===== config.mk =====
export PLATFORM = sky130hd
export DESIGN_NAME = vec_apb_ctrl
export DESIGN_NICKNAME = d
export VERILOG_FILES = /design/src/source/vec_pkg.sv /design/src/source/vec_apb_ctrl.sv
export VERILOG_INCLUDE_DIRS = /design/src /design/src/include
export SDC_FILE = /design/constraint.sdc
export NUM_CORES = 1
export LEC_CHECK = 0
export ABC_AREA = 0
export BUFFER_PORTS_ARGS = -buffer_cell sky130_fd_sc_hd__buf_2
export CAP_MARGIN = 20
export CORE_AREA = 4 4 142 144
export DETAILED_ROUTE_END_ITERATION = 10
export DIE_AREA = 0 0 146 148
export SYNTH_ARGS = -nofsm -noshare
export SYNTH_HDL_FRONTEND = slang
export SYNTH_SLANG_ARGS = --single-unit
export TNS_END_PERCENT = 30

===== constraint.sdc =====
create_clock -name clk_i -period 8.1 [get_ports clk_i]
set_input_delay 0.405 -clock clk_i [delete_from_list [all_inputs] [get_ports clk_i]]
set_output_delay 0.405 -clock clk_i [all_outputs]
set_load 0.05 [all_outputs]

===== src/include/vec_regmap.svh =====
// vector unit APB register map and command word field positions
`ifndef VEC_REGMAP_SVH
`define VEC_REGMAP_SVH

`define REG_STAGE0 8'h00       // staging word 0, least significant
`define REG_STAGE1 8'h04
`define REG_STAGE2 8'h08
`define REG_STAGE3 8'h0C       // staging word 3, most significant
`define REG_COMMIT 8'h10       // wdata holds target register
`define REG_RDSEL  8'h14       // readback register select
`define REG_CMD    8'h18       // vector op issue
`define REG_READ0  8'h20       // readback words, read only
`define REG_READ1  8'h24
`define REG_READ2  8'h28
`define REG_READ3  8'h2C

`define CMD_VD_LSB       0     // bits 5:0
`define CMD_VS1_LSB      8     // bits 13:8
`define CMD_VS2_LSB      16    // bits 21:16
`define CMD_OP_LSB       24    // bits 25:24
`define CMD_USE_MASK_BIT 28
`define VEC_MASK_REG     0     // mask always comes from v0

`endif


===== src/source/vec_pkg.sv =====
// shared widths, width types and ALU op codes for the vector unit
package vec_pkg;

    // register and element geometry
    localparam int VLEN     = 128;
    localparam int ELEM_W   = 8;
    localparam int NUM_ELEM = VLEN / ELEM_W;

    // write-back ports: 0 is the ALU, 1 is host commit
    localparam int NUM_WB = 2;

    localparam int DEF_NUM_PREGS = 32;

    // bus width seen by the host
    localparam int APB_DATA_W = 32;

    typedef logic [VLEN-1:0]       vreg_data_t;   // one vector register
    typedef logic [NUM_ELEM-1:0]   vmask_t;       // one bit per element
    typedef logic [ELEM_W-1:0]     elem_t;
    typedef logic [APB_DATA_W-1:0] apb_word_t;

    typedef logic [1:0] alu_op_t;

    localparam alu_op_t OP_ADD = 2'd0;    // wraps modulo 256
    localparam alu_op_t OP_SUB = 2'd1;    // wraps modulo 256
    localparam alu_op_t OP_AND = 2'd2;
    localparam alu_op_t OP_XOR = 2'd3;

endpackage


===== src/source/vec_apb_ctrl.sv =====
// APB slave for the vector unit holding staging, commit, readback and op issue
`timescale 1ns/100ps

`include "vec_regmap.svh"

module vec_apb_ctrl
    import vec_pkg::*;
#(
    parameter int  NUM_PREGS = DEF_NUM_PREGS,
    localparam int AW        = $clog2(NUM_PREGS)
) (
    input  logic          clk_i,
    input  logic          rst_i,
    // APB slave
    input  logic          psel_i,
    input  logic          penable_i,
    input  logic          pwrite_i,
    input  logic [7:0]    paddr_i,
    input  apb_word_t     pwdata_i,
    output apb_word_t     prdata_o,
    output logic          pready_o,
    output logic          pslverr_o,
    // register file read addresses
    output logic [AW-1:0] rd_addr1_o,
    output logic [AW-1:0] rd_addr2_o,
    output logic [AW-1:0] rd_addr_old_vd_o,
    output logic [AW-1:0] rd_addrm_o,
    output logic          use_mask_o,
    input  vreg_data_t    rd_data1_i,
    // commit write, port 1
    output logic          commit_en_o,
    output logic [AW-1:0] commit_addr_o,
    output vreg_data_t    commit_data_o,
    // issue to ALU
    output logic          issue_o,
    output alu_op_t       op_o,
    output logic [AW-1:0] vd_o
);

    logic          access;
    logic          wr_hit;      // offset is writable
    logic          rd_hit;      // offset is readable
    logic          stage_wr;
    logic          rdsel_wr;
    apb_word_t     stage_q [4];
    logic [AW-1:0] rdsel_q;

    assign access = psel_i && penable_i;

    // only the READ words are readable and everything else is write only
    always_comb begin
        wr_hit = 1'b0;
        rd_hit = 1'b0;
        case (paddr_i)
            `REG_STAGE0, `REG_STAGE1, `REG_STAGE2, `REG_STAGE3,
            `REG_COMMIT, `REG_RDSEL, `REG_CMD: wr_hit = 1'b1;
            `REG_READ0, `REG_READ1, `REG_READ2, `REG_READ3: rd_hit = 1'b1;
            default: begin
                wr_hit = 1'b0;
                rd_hit = 1'b0;
            end
        endcase
    end

    assign pready_o  = 1'b1;   // zero wait states
    assign pslverr_o = access && (pwrite_i ? !wr_hit : !rd_hit);

    // 0x00..0x0C, aligned offsets only
    assign stage_wr    = access && pwrite_i && wr_hit && (paddr_i[7:4] == 4'h0);
    assign rdsel_wr    = access && pwrite_i && (paddr_i == `REG_RDSEL);
    assign commit_en_o = access && pwrite_i && (paddr_i == `REG_COMMIT);
    assign issue_o     = access && pwrite_i && (paddr_i == `REG_CMD);

    always_ff @(posedge clk_i) begin
        if (rst_i) begin
            for (int i = 0; i < 4; i++) begin
                stage_q[i] <= '0;
            end
            rdsel_q <= '0;
        end else begin
            if (stage_wr) begin
                stage_q[paddr_i[3:2]] <= pwdata_i;
            end
            if (rdsel_wr) begin
                rdsel_q <= pwdata_i[AW-1:0];
            end
        end
    end

    // stage0 is least significant
    assign commit_addr_o = pwdata_i[AW-1:0];
    assign commit_data_o = {stage_q[3], stage_q[2], stage_q[1], stage_q[0]};

    // command fields are only meaningful while issue_o is high
    assign op_o = pwdata_i[`CMD_OP_LSB +: 2];
    assign vd_o = pwdata_i[`CMD_VD_LSB +: AW];

    // operands during issue and readback selection otherwise
    assign rd_addr1_o       = issue_o ? pwdata_i[`CMD_VS1_LSB +: AW] : rdsel_q;
    assign rd_addr2_o       = issue_o ? pwdata_i[`CMD_VS2_LSB +: AW] : '0;
    assign rd_addr_old_vd_o = issue_o ? vd_o : '0;
    assign rd_addrm_o       = AW'(`VEC_MASK_REG);
    assign use_mask_o       = issue_o && pwdata_i[`CMD_USE_MASK_BIT];

    assign prdata_o = (access && !pwrite_i && rd_hit) ?
                      rd_data1_i[paddr_i[3:2]*APB_DATA_W +: APB_DATA_W] : '0;

endmodule


==> results.cfg <==
[die]
pin_count = 370
row_count = 50
dieArea_sq_mm = 0.02161
coreArea_sq_mm = 0.01871
start_util = 0.3374
die_x_microns = 146
dieHeight_microns = 148

[power_and_ir_drop]
p_per_area_mw_per_mm2 = 209.2
leakage_nw = 3.755
peakVddDrop_v = 0.0001315

[drt]
drt-vias-per-instance = 4.805
vias = 5117
drtIter0Drc = 234
drc_errors = 0
first_pass_iters = 5
routed_wirelength_microns = 22350
wl_per_cell_microns = 20.98
final_antenna_net_count = 0

[worst_hold_path]
hp-class = input port to flip-flop

[timing]
tns_ns = 0
min_period_over_period = 0.4182
rsz0062_at_grt = false
period_minus_slack_ns = 3.388
maxSlewViolCount = 0
finalSetupViolCount = 0
hold_viol = 0
timing_worst_slew_pin_value_ns = 1.007
fmax_mhz = 295.2
relSlewSlack = 0.3264
finClkSkew_ns = 0

[clock_network]
post_cts_buffers = 0
cts_hold_buf = 0
cts_buffers = 17
cts_tree = yes
path_clk_slew_ns = 0.06
clk_latency_ns = 0.40
post_cts_resized = 0
clock_path_buffers = 2
cts_root_buffer = clkbuf_16
htreeDepth = 4
clock_sinks = 133

[worst_setup_path]
cp-end-kind = primary output
start_kind = input port
worstSetupPathType = input port to primary output
cp.required_ns = 7.70
worstPathMaxFanout = 37
arrival_ns = 2.98

[cells_and_area]
fillers = 1776
final_cell_mix = buf_2, edfxtp_1, nor2_1, nand2_1, nor2b_1
drive_gt1_frac = 0.5635
multiInputGateArea_sq_mm = 0.002116
nets = 987
area_delta_synth_final_pct = 39.73
regArea_sq_mm = 0.003944
fin_area_sq_mm = 0.008818
final_common_cell = buf_2

[synth]
synth_area_leaders = edfxtp_1, mux4_2, nor2_1, nor2b_1, nand2_1
yosysUniqueCellTypes = 35
yosys_warnings = 0
synth_area_leader_cell = edfxtp_1
ys_seq_area_frac = 0.6249
synth.avg_cell_area_sq_um = 13.49
ys_ff_latch = 133
syn_inst = 468
async_flop_share = 0
ys.flop_type = edfxtp_1
netlist.area_leader.share = 0.6090
synth-edff-count = 128
synth_area_sq_mm = 0.006311

[run]
drv_cap = 0

[grt]
grt_pass1_vias = 5359
antenna_found_initial = 8
grt_pass1_wl_microns = 32900
grt-busiest-layer = met2
grt_usage = 0.2024
grt_use_met1 = 0.2318
grt_util_met2 = 0.3559
grt_max_degree = 38
use_met3 = 0.06407
grt_overflow = 0

[placed_design]
hpwl_microns = 16910
io_buffers = 363
placed_area_sq_mm = 0.008225
gp_congestion = 0.8013

[run_status]
status = complete, no violations
cell usage after synthesis, drive strengths merged (3+ instances only):
cell and instances:
dfxtp 5, mux2 5, mux4 32, nand4 3, clkbuf 23, buf 25, edfxtp 128, and2 44
nand2 44, nor2 99, mux2i 5, nor2b 34, nor4b 3
power breakdown:
part           switching (W)  total [W]  internal (W)
registers         0.00000919   0.000794      0.000785
clock network       0.000282   0.000743      0.000461
logic               0.000219   0.000308     0.0000891
total               0.000510    0.00185       0.00133
per-layer routing:
metal,part of all wire,vias to the layer above,wire (microns)
li1,-,2338,-
met1,0.37,2456,8323
met2,0.52,276,11640
met3,0.081,41,1809
met4,0.024,6,541
met5,0.0015,-,33
through the flow:
step                  util  total power, W  std cells  worst slack, ns  hold slack [ns]
floorplan                -        0.001022        472            3.093           0.4322
global placement    0.4397        0.001117       1028            4.760           0.4523
detailed placement  0.4397        0.001119       1028            4.649           0.4604
CTS                 0.4706        0.001862       1060            4.654           0.2692
global route        0.4714        0.001907       1065            4.564           0.2861
finish              0.4714        0.001845       1065            4.712           0.2918
sequential cells by signal, summed over array words and instances (netlist names):
signal   flops
rdsel_q      5
stage_q    128
cell type report:
cell class	count	share of cell area
inverters	1	0.0004257
clock buffers	20	0.05065
clock inverters	12	0.01490
repair buffers	371	0.2125
diodes	4	0.001135
flip-flops and latches	133	0.4472
multi-input cells	290	0.2399
well taps	234	0.03320
critical path, cell delays in order:
cell and delay, ns:
buf_2 0.63, nand4b_1 0.43, nor3_4 0.88, mux2_2 0.42, buf_2 0.21
worst paths after layout:
check	startpoint	end	slack (ns)	cells past startpoint
setup / recovery	paddr_i[3]	rd_addr1_o[3]	4.71	5
hold / removal	pwdata_i[6]	stage_q[2][6]	0.29	2
setup reg to reg	rdsel_q[3]	rdsel_q[3]	7.43	2
hold reg to reg	rdsel_q[1]	rdsel_q[1]	0.47	2
logic make-up after synthesis:
logic type | synth area share
AO/OA/AOI/OAI | 0.007335
XOR/XNOR | 0.001388
buffers and inverters | 0.04560
flip-flops | 0.6249
multiplexers | 0.1310
other | 0.001190
AND/OR/NAND/NOR | 0.1885
(Power assumes the default switching activity.)
