$ cat config.mk
export PLATFORM = sky130hd
export DESIGN_NAME = vec_alu
export DESIGN_NICKNAME = d
export VERILOG_FILES = /design/src/include/vec_regmap.svh /design/src/source/vec_pkg.sv /design/src/source/vec_alu.sv
export SDC_FILE = /design/constraint.sdc
export NUM_CORES = 1
export LEC_CHECK = 0
export BUFFER_PORTS_ARGS = -buffer_cell sky130_fd_sc_hd__buf_2
export CAP_MARGIN = 15
export CELL_PAD_IN_SITES_DETAIL_PLACEMENT = 1
export CELL_PAD_IN_SITES_GLOBAL_PLACEMENT = 1
export CORE_MARGIN = 3
export CORE_UTILIZATION = 45
export CTS_CLUSTER_SIZE = 24
export DETAILED_ROUTE_END_ITERATION = 8
export PLACE_DENSITY_LB_ADDON = 0.1
export REMOVE_ABC_BUFFERS = 1
export SLEW_MARGIN = 25
export SYNTH_ARGS = -nofsm -noshare
export SYNTH_HDL_FRONTEND = slang
export SYNTH_SLANG_ARGS = --single-unit
$ cat constraint.sdc
create_clock -name clk_i -period 5.3 [get_ports clk_i]
set_input_delay 1.06 -clock clk_i [delete_from_list [all_inputs] [get_ports clk_i]]
set_output_delay 1.06 -clock clk_i [all_outputs]
set_load 0.02 [all_outputs]
$ cat src/include/vec_regmap.svh
// vector unit APB register map and command word field positions
`ifndef VEC_REGMAP_SVH
`define VEC_REGMAP_SVH

`define REG_STAGE0 8'h00       // staging word 0, least significant
`define REG_STAGE1 8'h04
`define REG_STAGE2 8'h08
`define REG_STAGE3 8'h0C       // staging word 3, most significant
`define REG_COMMIT 8'h10       // wdata holds target register
`define REG_RDSEL  8'h14       // readback register select
`define REG_CMD    8'h18       // vector op issue
`define REG_READ0  8'h20       // readback words, read only
`define REG_READ1  8'h24
`define REG_READ2  8'h28
`define REG_READ3  8'h2C

`define CMD_VD_LSB       0     // bits 5:0
`define CMD_VS1_LSB      8     // bits 13:8
`define CMD_VS2_LSB      16    // bits 21:16
`define CMD_OP_LSB       24    // bits 25:24
`define CMD_USE_MASK_BIT 28
`define VEC_MASK_REG     0     // mask always comes from v0

`endif

$ cat src/source/vec_pkg.sv
// shared widths, width types and ALU op codes for the vector unit
package vec_pkg;

    // register and element geometry
    localparam int VLEN     = 128;
    localparam int ELEM_W   = 8;
    localparam int NUM_ELEM = VLEN / ELEM_W;

    // write-back ports: 0 is the ALU, 1 is host commit
    localparam int NUM_WB = 2;

    localparam int DEF_NUM_PREGS = 32;

    // bus width seen by the host
    localparam int APB_DATA_W = 32;

    typedef logic [VLEN-1:0]       vreg_data_t;   // one vector register
    typedef logic [NUM_ELEM-1:0]   vmask_t;       // one bit per element
    typedef logic [ELEM_W-1:0]     elem_t;
    typedef logic [APB_DATA_W-1:0] apb_word_t;

    typedef logic [1:0] alu_op_t;

    localparam alu_op_t OP_ADD = 2'd0;    // wraps modulo 256
    localparam alu_op_t OP_SUB = 2'd1;    // wraps modulo 256
    localparam alu_op_t OP_AND = 2'd2;
    localparam alu_op_t OP_XOR = 2'd3;

endpackage

$ cat src/source/vec_alu.sv
// two-stage masked element-wise vector ALU, writes back through port 0
`timescale 1ns/100ps

module vec_alu
    import vec_pkg::*;
#(
    parameter int  NUM_PREGS = DEF_NUM_PREGS,
    localparam int AW        = $clog2(NUM_PREGS)
) (
    input  logic          clk_i,
    input  logic          rst_i,
    // issue side
    input  logic          issue_i,
    input  alu_op_t       op_i,
    input  logic [AW-1:0] vd_i,
    input  logic          use_mask_i,
    input  vreg_data_t    src1_i,
    input  vreg_data_t    src2_i,
    input  vreg_data_t    old_vd_i,
    input  vmask_t        mask_i,
    // write-back
    output logic          wb_en_o,
    output logic [AW-1:0] wb_addr_o,
    output vreg_data_t    wb_data_o
);

    // stage 1 holds operands
    logic          s1_valid;
    alu_op_t       s1_op;
    logic [AW-1:0] s1_vd;
    vmask_t        s1_mask;
    vreg_data_t    s1_src1;
    vreg_data_t    s1_src2;
    vreg_data_t    s1_old;
    vreg_data_t    s1_result;

    // stage 2 holds the result
    logic          s2_valid;
    logic [AW-1:0] s2_vd;
    vreg_data_t    s2_data;

    function automatic elem_t elem_op(input alu_op_t op, input elem_t a, input elem_t b);
        case (op)
            OP_ADD:  return a + b;
            OP_SUB:  return a - b;
            OP_AND:  return a & b;
            default: return a ^ b;
        endcase
    endfunction

    always_comb begin
        for (int i = 0; i < NUM_ELEM; i++) begin
            s1_result[i*ELEM_W +: ELEM_W] = s1_mask[i] ?
                elem_op(s1_op, s1_src1[i*ELEM_W +: ELEM_W], s1_src2[i*ELEM_W +: ELEM_W]) :
                s1_old[i*ELEM_W +: ELEM_W];   // masked-off lane keeps old vd
        end
    end

    always_ff @(posedge clk_i) begin
        if (rst_i) begin
            s1_valid <= 1'b0;
            s2_valid <= 1'b0;
        end else begin
            s1_valid <= issue_i;
            s2_valid <= s1_valid;
        end
    end

    always_ff @(posedge clk_i) begin
        if (issue_i) begin
            s1_op   <= op_i;
            s1_vd   <= vd_i;
            s1_mask <= use_mask_i ? mask_i : '1;
            s1_src1 <= src1_i;
            s1_src2 <= src2_i;
            s1_old  <= old_vd_i;
        end
        if (s1_valid) begin
            s2_vd   <= s1_vd;
            s2_data <= s1_result;
        end
    end

    assign wb_en_o   = s2_valid;
    assign wb_addr_o = s2_vd;
    assign wb_data_o = s2_data;

endmodule

==> Flow_metrics.wiki, run 1 <==
{| class="wikitable"
! Metric !! Value
|-
| Clock transition at path regs || roughly 60 ps
|-
| Final cycle utilization of the critical path || 66.3%
|-
| Largest fanout on the critical path || 35
|-
| Data required time of the critical path || 5640 ps
|-
| Total of endpoints with negative setup slack in the final report || 0
|-
| Total routing resource utilization after global routing || a little under a quarter
|-
| Initial Util || roughly 46%
|-
| Area added between synthesis and finish || 19.4%
|-
| Vias in the first global route || between 20000 and 25000
|-
| Area of the mapped netlist || 29000 sq um
|-
| Post_cts resized || 0
|-
| Clock latency at the later pin of the worst-skew pair || between 600 and 700 ps
|-
| # nets final || around 3500
|-
| Die height || roughly 260 um
|-
| Cells after synthesis || roughly 2300
|-
| Adder-Cell Fraction of Synth Area || about an eighth
|-
| Placer's final routability congestion estimate || 0.869
|-
| Std cell rows || between 90 and 100
|-
| Via count || between 20000 and 25000
|-
| Maximum capacitance violations || 0
|-
| X dimension of the die || between 200 and 300 um
|-
| Number of antenna violations at the first check in global routing || 47
|-
| Vias/cell || about 5.4
|-
| Deepest clock path buffer count || 3
|-
| Worst slew pin tran || approximately 1100 ps
|-
| Portion of the post-synthesis area used by sequential elements || a little under three fifths
|-
| TritonCTS Sinks || around 540
|-
| Total length of routed met3 wires || roughly 5400 um
|-
| Arrival @ worst endpoint || between 3000 and 4000 ps
|-
| Combinational share of power || around 23%
|-
| Final-report hold violation count || 0
|-
| Number of max-slew violations in the final report || 0
|-
| Wire length of the first global-routing pass || around 120000 um
|-
| Switching Power || ~3.6 mW
|-
| Clock tree from TritonCTS || yes
|-
| Number of optimization iterations in the first detailed-route pass || 5
|-
| Area share of and/or/nand/nor cells after synthesis || under 10%
|-
| Final antenna-violating net count || 0
|-
| Hold WC Path Type || register to register
|-
| Worst Setup End Kind || register
|-
| Maximum achievable frequency || about 280 MHz
|-
| Share of post-route cells with drive strength above 1 || between 20% and 30%
|-
| Number of buffers added on ports || between 500 and 600
|-
| Detailed-routed wire length on met2 || ~42000 um
|-
| Status || completed
|-
| Total grt overflow || 0
|-
| Clock Power Share || about a third
|-
| Cell-internal power || approximately 8.8 mW
|-
| Share of power burned in registers || approximately 44%
|-
| CP cell instances || nor2b_4, buf_12, mux2_2, inv_1, ha_1, nand2_1, o21ai_0, a31oi_1, xor2_1, o221ai_1
|-
| Worst-case clock skew || roughly 22 ps
|-
| CP Launch Type || register
|-
| DP HPWL || around 61000 um
|-
| Leakage power figure || roughly 14 nW
|-
| Warnings from Yosys || 0
|-
| Unrepaired setup endpoints after global routing || false
|-
| Family with the most delay on the worst path || simple AND/OR/NAND/NOR gates
|-
| EDFF count, synth || between 500 and 600
|-
| Highest routed metal layer || met5
|-
| Number of buffer and inverter instances along the worst setup path || 2
|-
| I/O Pins || ~550
|-
| Setup repair bufs after CTS || 0
|-
| Placeable core region || 63300 sq um
|-
| Standard cell with the maximum stage delay on the critical path || sky130_fd_sc_hd__nor2b_4
|-
| Total negative slack for setup checks || 0 ps
|-
| DRC marker count from the first detailed-route iteration || about 1300
|-
| Die ar. || a little under 70000 sq um
|-
| Area share of xor/xnor cells in the synthesized design || 5.32%
|-
| Peak ir drop on the vdd network || approximately 0.00036 V
|-
| Post-layout utilization of the core || 54.6%
|-
| Fraction of registers with async set or reset after synthesis || 0%
|-
| Wirelength per Cell || roughly 22 um
|-
| Maximum number of pins on one net before global-route repair || between 100 and 150
|-
| Worst setup path category || register to register
|-
| DRC violation count after routing || 0
|-
| Synth Area in Compound Gates || under 10%
|-
| Cell at the root of the clock tree || sky130_fd_sc_hd__clkbuf_16
|-
| Combinational family with the most area after synthesis || adder cells
|-
| Count of hold buffers inserted by post-cts repair || 0
|-
| Fin crit period || between 3000 and 4000 ps
|-
| Worst stage delay on the critical path || between 700 and 800 ps
|-
| Switching power as a share of total power || around 29%
|-
| Register bit count reported by yosys || approximately 540
|-
| DRT met1 WL || around 34000 um
|-
| Synth unique cells || 43
|-
| Final wirelength || approximately 83000 um
|-
| Number of levels in the clock H-tree || 2
|-
| Primary FF master, synth || sky130_fd_sc_hd__edfxtp_1
|-
| Mux cell area share after synthesis || 5.19%
|-
| Total clock buffers created by CTS || between 50 and 60
|-
| Pwr/cell area || ~360 nW/um^2
|-
| Mean cell area of the mapped netlist || about 13 sq um
|-
| Worst slew margin relative to its limit || 29.9%
|}
cells in the mapped netlist (8+ instances only):
| cell | n | share of area (%) |
|---|---|---|
| sky130_fd_sc_hd__fa_1 | 16 | 1.1 |
| sky130_fd_sc_hd__nor2_1 | 201 | 2.6 |
| sky130_fd_sc_hd__nand2_1 | 74 | 0.96 |
| sky130_fd_sc_hd__a2111o_1 | 8 | 0.31 |
| sky130_fd_sc_hd__buf_4 | 8 | 0.21 |
| sky130_fd_sc_hd__o31a_1 | 16 | 0.48 |
| sky130_fd_sc_hd__or4b_1 | 15 | 0.52 |
| sky130_fd_sc_hd__buf_2 | 29 | 0.50 |
| sky130_fd_sc_hd__a21oi_1 | 151 | 2.6 |
| sky130_fd_sc_hd__nor3_1 | 23 | 0.40 |
| sky130_fd_sc_hd__and4b_1 | 8 | 0.28 |
| sky130_fd_sc_hd__nand2b_1 | 80 | 1.7 |
| sky130_fd_sc_hd__ha_1 | 256 | 11 |
| sky130_fd_sc_hd__and4_1 | 16 | 0.48 |
| sky130_fd_sc_hd__xnor2_1 | 144 | 4.4 |
| sky130_fd_sc_hd__o21ai_1 | 36 | 0.62 |
| sky130_fd_sc_hd__a211o_1 | 8 | 0.24 |
| sky130_fd_sc_hd__nor2b_1 | 19 | 0.41 |
| sky130_fd_sc_hd__o21ai_0 | 43 | 0.74 |
| sky130_fd_sc_hd__nand3b_1 | 10 | 0.26 |
| sky130_fd_sc_hd__mux2i_1 | 104 | 3.6 |
| sky130_fd_sc_hd__o221ai_1 | 32 | 0.97 |
| sky130_fd_sc_hd__edfxtp_1 | 540 | 56 |
| sky130_fd_sc_hd__a21boi_0 | 15 | 0.39 |
| sky130_fd_sc_hd__a31o_2 | 16 | 0.48 |
| sky130_fd_sc_hd__xor2_1 | 32 | 0.97 |
| sky130_fd_sc_hd__a31oi_1 | 54 | 1.2 |
| sky130_fd_sc_hd__a21o_1 | 32 | 0.83 |
| sky130_fd_sc_hd__o211ai_1 | 32 | 0.83 |
| sky130_fd_sc_hd__inv_1 | 118 | 1.5 |
| sky130_fd_sc_hd__nor3b_1 | 25 | 0.65 |
| sky130_fd_sc_hd__clkbuf_1 | 34 | 0.44 |
| sky130_fd_sc_hd__mux2_2 | 41 | 1.6 |
logic make-up after synthesis:
logic type / Yosys count
AND/OR/NAND/NOR: 473
buffers and inverters: 199
XOR/XNOR: 176
adder cells (fa/ha/maj): 272
AO/OA/AOI/OAI: 452
flip-flops: 542
multiplexers: 145
routing by layer:
layer	vias up	track usage (%)
met5	-	0
met2	476	41.7
met1	10100	29.2
li1	9543	-
met3	145	5.59
met4	30	8.10
final timing paths:
| check | start | endpoint | slack, ps | cells past startpoint |
|---|---|---|---|---|
| min | s1_vd[4] | wb_addr_o[4] | 440 | 0 |
| min reg2reg | s1_vd[4] | wb_addr_o[4] | 440 | 0 |
| max | s1_op[0] | wb_data_o[101] | 1790 | 10 |
| max reg2reg | s1_op[0] | wb_data_o[101] | 1790 | 10 |
power groups by stage:
stage               Combinational (mW)  Clock (mW)  Sequential (mW)
floorplan                         1.73           0             5.65
global placement                  2.66           0             5.54
detailed placement                2.78           0             5.55
CTS                               2.81        4.23             5.47
global route                      3.12        4.39             5.51
finish                            2.79        4.13             5.47
flip-flops by register name, indices dropped and copies added (netlist names):
name / cells
s1_old: 128
s1_src1: 128
s1_src2: 128
wb_data_o: 128
s1_mask: 16
s1_vd: 5
wb_addr_o: 5
s1_op: 2
s1_valid: 1
wb_en_o: 1
final cells by class:
class | count | area, sq um
multi-input combinational | 1518 | 11900
clock inverter | 26 | 315
antenna | 29 | 72.6
clock buffer | 81 | 1590
inverter | 124 | 465
timing repair buffer | 559 | 2930
fill | 6633 | 28700
sequential | 542 | 16300
tap | 846 | 1060
through the flow:
stage	std cells	power (mW)	hold WS [ps]	setup WS [ps]	cell area, sq um
2_1_floorplan	2184	7.38	400	-1900	28600
3_5_place_dp	3589	8.33	419	1770	32600
6_report	3725	12.4	435	1790	34600
4_1_cts	3696	12.5	433	1760	34500
5_1_grt	3717	13.0	443	1540	34600
3_3_place_gp	3589	8.20	400	1890	32600
cell usage in the layout, fill, tap and decap left out, types with 10 or more instances in the layout:
cell	count
sky130_fd_sc_hd__and4_1	16
sky130_fd_sc_hd__nor3b_1	25
sky130_fd_sc_hd__o221ai_1	32
sky130_fd_sc_hd__inv_1	118
sky130_fd_sc_hd__a31oi_1	54
sky130_fd_sc_hd__clkinv_2	10
sky130_fd_sc_hd__o21ai_0	43
sky130_fd_sc_hd__a31o_2	16
sky130_fd_sc_hd__o211ai_1	32
sky130_fd_sc_hd__a21oi_1	151
sky130_fd_sc_hd__o31a_1	16
sky130_fd_sc_hd__nor3_1	23
sky130_fd_sc_hd__nand2_1	74
sky130_fd_sc_hd__mux2i_1	104
sky130_fd_sc_hd__nor2_1	201
sky130_fd_sc_hd__nand2b_1	80
sky130_fd_sc_hd__xor2_1	32
sky130_fd_sc_hd__edfxtp_1	540
sky130_fd_sc_hd__nand3b_1	10
sky130_fd_sc_hd__diode_2	29
sky130_fd_sc_hd__fa_1	16
sky130_fd_sc_hd__mux2_2	41
sky130_fd_sc_hd__or4b_1	15
sky130_fd_sc_hd__a21boi_0	15
sky130_fd_sc_hd__nor2b_1	18
sky130_fd_sc_hd__o21ai_1	36
sky130_fd_sc_hd__a21o_1	32
sky130_fd_sc_hd__clkbuf_16	60
sky130_fd_sc_hd__ha_1	256
sky130_fd_sc_hd__buf_2	543
sky130_fd_sc_hd__xnor2_1	144
sky130_fd_sc_hd__clkbuf_1	20
(Power assumes the default switching activity.)
==> run 2, diff against run 1 <==
ABC_AREA = 1   (was default)
CORE_UTILIZATION = 40   (was 45)
clock period = 2.9 ns   (was 5.3 ns; I/O delays follow)
==> Flow_metrics.wiki, run 2 <==
{| class="wikitable"
! Metric !! Value
|-
| Status || completed (unchanged)
|-
| Maximum achievable frequency || 369 MHz (was 285 MHz)
|-
| Worst Setup End Kind || register (unchanged)
|-
| Via count || 22800 (was 20200)
|-
| Synth unique cells || 31 (was 43)
|-
| Worst Slack Setup Final || 189 ps (was 1790 ps)
|-
| Leading cell types by total area after synthesis || sky130_fd_sc_hd__edfxtp_1 56%, sky130_fd_sc_hd__ha_1 11%, sky130_fd_sc_hd__nand2_1 6.1% (was sky130_fd_sc_hd__edfxtp_1 56%, sky130_fd_sc_hd__ha_1 11%, sky130_fd_sc_hd__xnor2_1 4.4%)
|-
| Detailed-routed wire length on met2 || 47600 um (was 41900 um)
|-
| Std cell rows || 98 (was 92)
|-
| Leakage power figure || 15.9 nW (was 14.2 nW)
|-
| Commonest non-fill, non-tap cell in the layout || sky130_fd_sc_hd__buf_2 (unchanged)
|-
| Worst Setup Slack post-DPL || 138 ps (was 1770 ps)
|-
| Pwr/cell area || 664 nW/um^2 (was 358 nW/um^2)
|-
| Maximum capacitance violations || 0 (unchanged)
|-
| Worst setup path category || register to register (unchanged)
|-
| Worst slew pin tran || 895 ps (was 1050 ps)
|-
| I/O Pins || 545 (unchanged)
|-
| Fin crit period || 2710 ps (was 3510 ps)
|-
| Filler Cell Count || 8115 (was 6633)
|-
| Vias in the first global route || 24300 (was 21500)
|-
| Total clock buffers created by CTS || 66 (was 59)
|-
| DRC violation count after routing || 0 (unchanged)
|-
| Clock transition at path regs || 60 ps (about the same)
|-
| TritonCTS Sinks || 542 (unchanged)
|-
| Share of post-route cells with drive strength above 1 || 20.9% (was 24.8%)
|-
| Total routing resource utilization after global routing || 24.2% (was 23.9%)
|-
| Clock tree from TritonCTS || yes (unchanged)
|-
| Mean cell area of the mapped netlist || 10.5 sq um (was 12.8 sq um)
|-
| Hold WC Path Type || primary input to register (was register to register)
|-
| Number of buffers added on ports || 544 (unchanged)
|-
| Cell-internal power || 16.4 mW (was 8.83 mW)
|-
| Deepest clock path buffer count || 3 (unchanged)
|-
| Number of levels in the clock H-tree || 3 (was 2)
|-
| Clock Power Share || 35.2% (was 33.3%)
|-
| Primary FF master, synth || sky130_fd_sc_hd__edfxtp_1 (unchanged)
|-
| Final antenna-violating net count || 0 (unchanged)
|-
| Total length of routed met3 wires || 4450 um (was 5370 um)
|-
| Count of hold buffers inserted by post-cts repair || 0 (unchanged)
|-
| Worst stage delay on the critical path || 470 ps (was 780 ps)
|-
| Share of power burned in registers || 42.4% (was 44.1%)
|-
| Total grt overflow || 0 (unchanged)
|-
| Top cell type's share of synthesized area || 55.7% (was 56.0%)
|-
| Most area-hungry cell type in the Yosys netlist || sky130_fd_sc_hd__edfxtp_1 (unchanged)
|-
| Warnings from Yosys || 0 (unchanged)
|-
| Number of antenna violations at the first check in global routing || 26 (was 47)
|-
| Die height || 276 um (was 260 um)
|-
| Switching power as a share of total power || 30.4% (was 28.7%)
|-
| Portion of the post-synthesis area used by sequential elements || 55.9% (was 56.1%)
|-
| Cell at the root of the clock tree || sky130_fd_sc_hd__clkbuf_16 (unchanged)
|-
| Fraction of registers with async set or reset after synthesis || 0% (unchanged)
|-
| CP cell instances || nand2_4, inv_2, buf_12, o21ai_1, xor2_1, inv_1, ha_1, nand2_1, inv_1, nand2_1, nand2_1, a21oi_1, nand3_1, nand3_1, a21oi_1 (was nor2b_4, buf_12, mux2_2, inv_1, ha_1, nand2_1, o21ai_0, a31oi_1, xor2_1, o221ai_1)
|-
| Register bit count reported by yosys || 542 (unchanged)
|-
| Largest fanout on the critical path || 26 (was 35)
|-
| Final cycle utilization of the critical path || 93.5% (was 66.3%)
|-
| X dimension of the die || 276 um (was 260 um)
|-
| CP Launch Type || register (unchanged)
|-
| Maximum number of pins on one net before global-route repair || 74 (was 129)
|-
| Peak ir drop on the vdd network || 0.000563 V (was 0.000360 V)
|-
| Cell seen most often among critical-path stages || sky130_fd_sc_hd__nand2_1
|-
| Ranking of synthesized cells by instance count || 540 x sky130_fd_sc_hd__edfxtp_1, 476 x sky130_fd_sc_hd__nand2_1, 385 x sky130_fd_sc_hd__inv_1 (was 540 x sky130_fd_sc_hd__edfxtp_1, 256 x sky130_fd_sc_hd__ha_1, 201 x sky130_fd_sc_hd__nor2_1)
|-
| Vias/cell || 5.22 (was 5.44)
|-
| Initial Util || 40.6% (was 45.7%)
|-
| Switching Power || 7.17 mW (was 3.56 mW)
|-
| DRC marker count from the first detailed-route iteration || 1306 (was 1322)
|-
| Hold_ws || 148 ps (was 435 ps)
|-
| Wire length of the first global-routing pass || 140000 um (was 124000 um)
|-
| Arrival @ worst endpoint || 3040 ps (was 3850 ps)
|-
| Worst slew margin relative to its limit || 40.4% (was 29.9%)
|-
| Placeable core region || 71700 sq um (was 63300 sq um)
|-
| Area of the mapped netlist || 29100 sq um (was 29000 sq um)
|-
| Total of endpoints with negative setup slack in the final report || 0 (unchanged)
|-
| Wirelength per Cell || 21.5 um (was 22.4 um)
|-
| Combinational share of power || 22.4% (was 22.5%)
|-
| Worst-case clock skew || 33.9 ps (was 21.7 ps)
|-
| Leading cell types in the layout, fill and taps excluded || 543 x sky130_fd_sc_hd__buf_2, 540 x sky130_fd_sc_hd__edfxtp_1, 476 x sky130_fd_sc_hd__nand2_1 (was 543 x sky130_fd_sc_hd__buf_2, 540 x sky130_fd_sc_hd__edfxtp_1, 256 x sky130_fd_sc_hd__ha_1)
|-
| Number of optimization iterations in the first detailed-route pass || 5 (unchanged)
|-
| Highest routed metal layer || met5 (unchanged)
|-
| Number of max-slew violations in the final report || 0 (unchanged)
|-
| # nets final || 4033 (was 3487)
|-
| Die ar. || 76000 sq um (was 67400 sq um)
|-
| Final-report hold violation count || 0 (unchanged)
|-
| Standard cell with the maximum stage delay on the critical path || sky130_fd_sc_hd__edfxtp_1 (was sky130_fd_sc_hd__nor2b_4)
|-
| DRT met1 WL || 39200 um (was 33500 um)
|-
| Final wirelength || 93800 um (was 83400 um)
|-
| Clock latency at the later pin of the worst-skew pair || 610 ps (was 620 ps)
|-
| Cells after synthesis || 2772 (was 2259)
|-
| Dominant cell by count in the synthesized netlist || sky130_fd_sc_hd__edfxtp_1 (unchanged)
|-
| Area added between synthesis and finish || 21.8% (was 19.4%)
|-
| Data required time of the critical path || 3220 ps (was 5640 ps)
|-
| EDFF count, synth || 540 (unchanged)
|-
| Placer's final routability congestion estimate || 0.907 (was 0.869)
|-
| DP HPWL || 69300 um (was 60700 um)
|}
run 2: worst max-delay path, delay by kind of cell, from the launching register on:
family | cells | cell delay (ps)
fa+ha+maj | 1 | 340
buf+inv | 4 | 370
xor+xnor | 1 | 150
simple gates | 6 | 620
flops | 1 | 470
compound gates | 3 | 490
run 2: power groups by stage:
stage	logic (mW)	clock network [mW]	registers [mW]
2_1_floorplan	3.15	0	10.2
3_3_place_gp	5.02	0	10.1
3_5_place_dp	5.23	0	10.1
4_1_cts	5.29	8.47	9.97
5_1_grt	6.02	8.81	10.0
6_report	5.28	8.29	9.97
run 2: repair_timing:
action / CTS / global route
endpoints found under the hold margin: 0 / 0
buffers inserted: 0 / 3
setup endpoints to repair: 0 / 13
gates resized for setup: 0 / 20
run 2: final timing paths:
path | start | end | slack [ps] | depth (start not counted)
setup / recovery | s1_op[0] | wb_data_o[31] | 190 | 15
hold / removal | old_vd_i[0] | s1_old[0] | 150 | 1
setup reg to reg | s1_op[0] | wb_data_o[31] | 190 | 15
hold reg to reg | s1_vd[3] | wb_addr_o[3] | 420 | 0
run 2: cells by family after synthesis:
family                     Yosys count  synth area share [%]
DFF                                542                  55.9
adders and majority gates          272                  12.1
AOI/OAI and AO/OA                  444                  9.21
and+or+nand+nor                    960                  13.9
xor gates and xnor gates            96                  2.89
buffers and inverters              458                  6.08
run 2: cell type report:
cell class              count  area [sq um]  share of cell area (%)
clock buffers              86          1770                    4.99
flip-flops and latches    542         16300                    45.9
diodes                     18          45.0                   0.127
clock inverters            33           358                    1.01
inverters                 388          1460                    4.12
multi-input cells        1772         11200                    31.5
well taps                 950          1190                    3.35
repair buffers            580          3220                    9.09
run 2: metrics by stage:
step	instances	cell area, sq um	setup TNS (ps)	total power [mW]	util [%]
floorplan	2702	28800	-194810	13.3	-
global placement	4229	33200	0	15.1	46.3
detailed placement	4229	33200	0	15.4	46.3
CTS	4348	35300	0	23.7	49.2
global route	4364	35400	-2.38	24.9	49.4
finish	4369	35500	0	23.5	49.4
run 2: routing by layer:
metal	GRT usage (%)	vias to the layer above
met4	7.29	14
met5	0	-
li1	-	10900
met1	30.1	11300
met3	4.36	155
met2	42.7	517
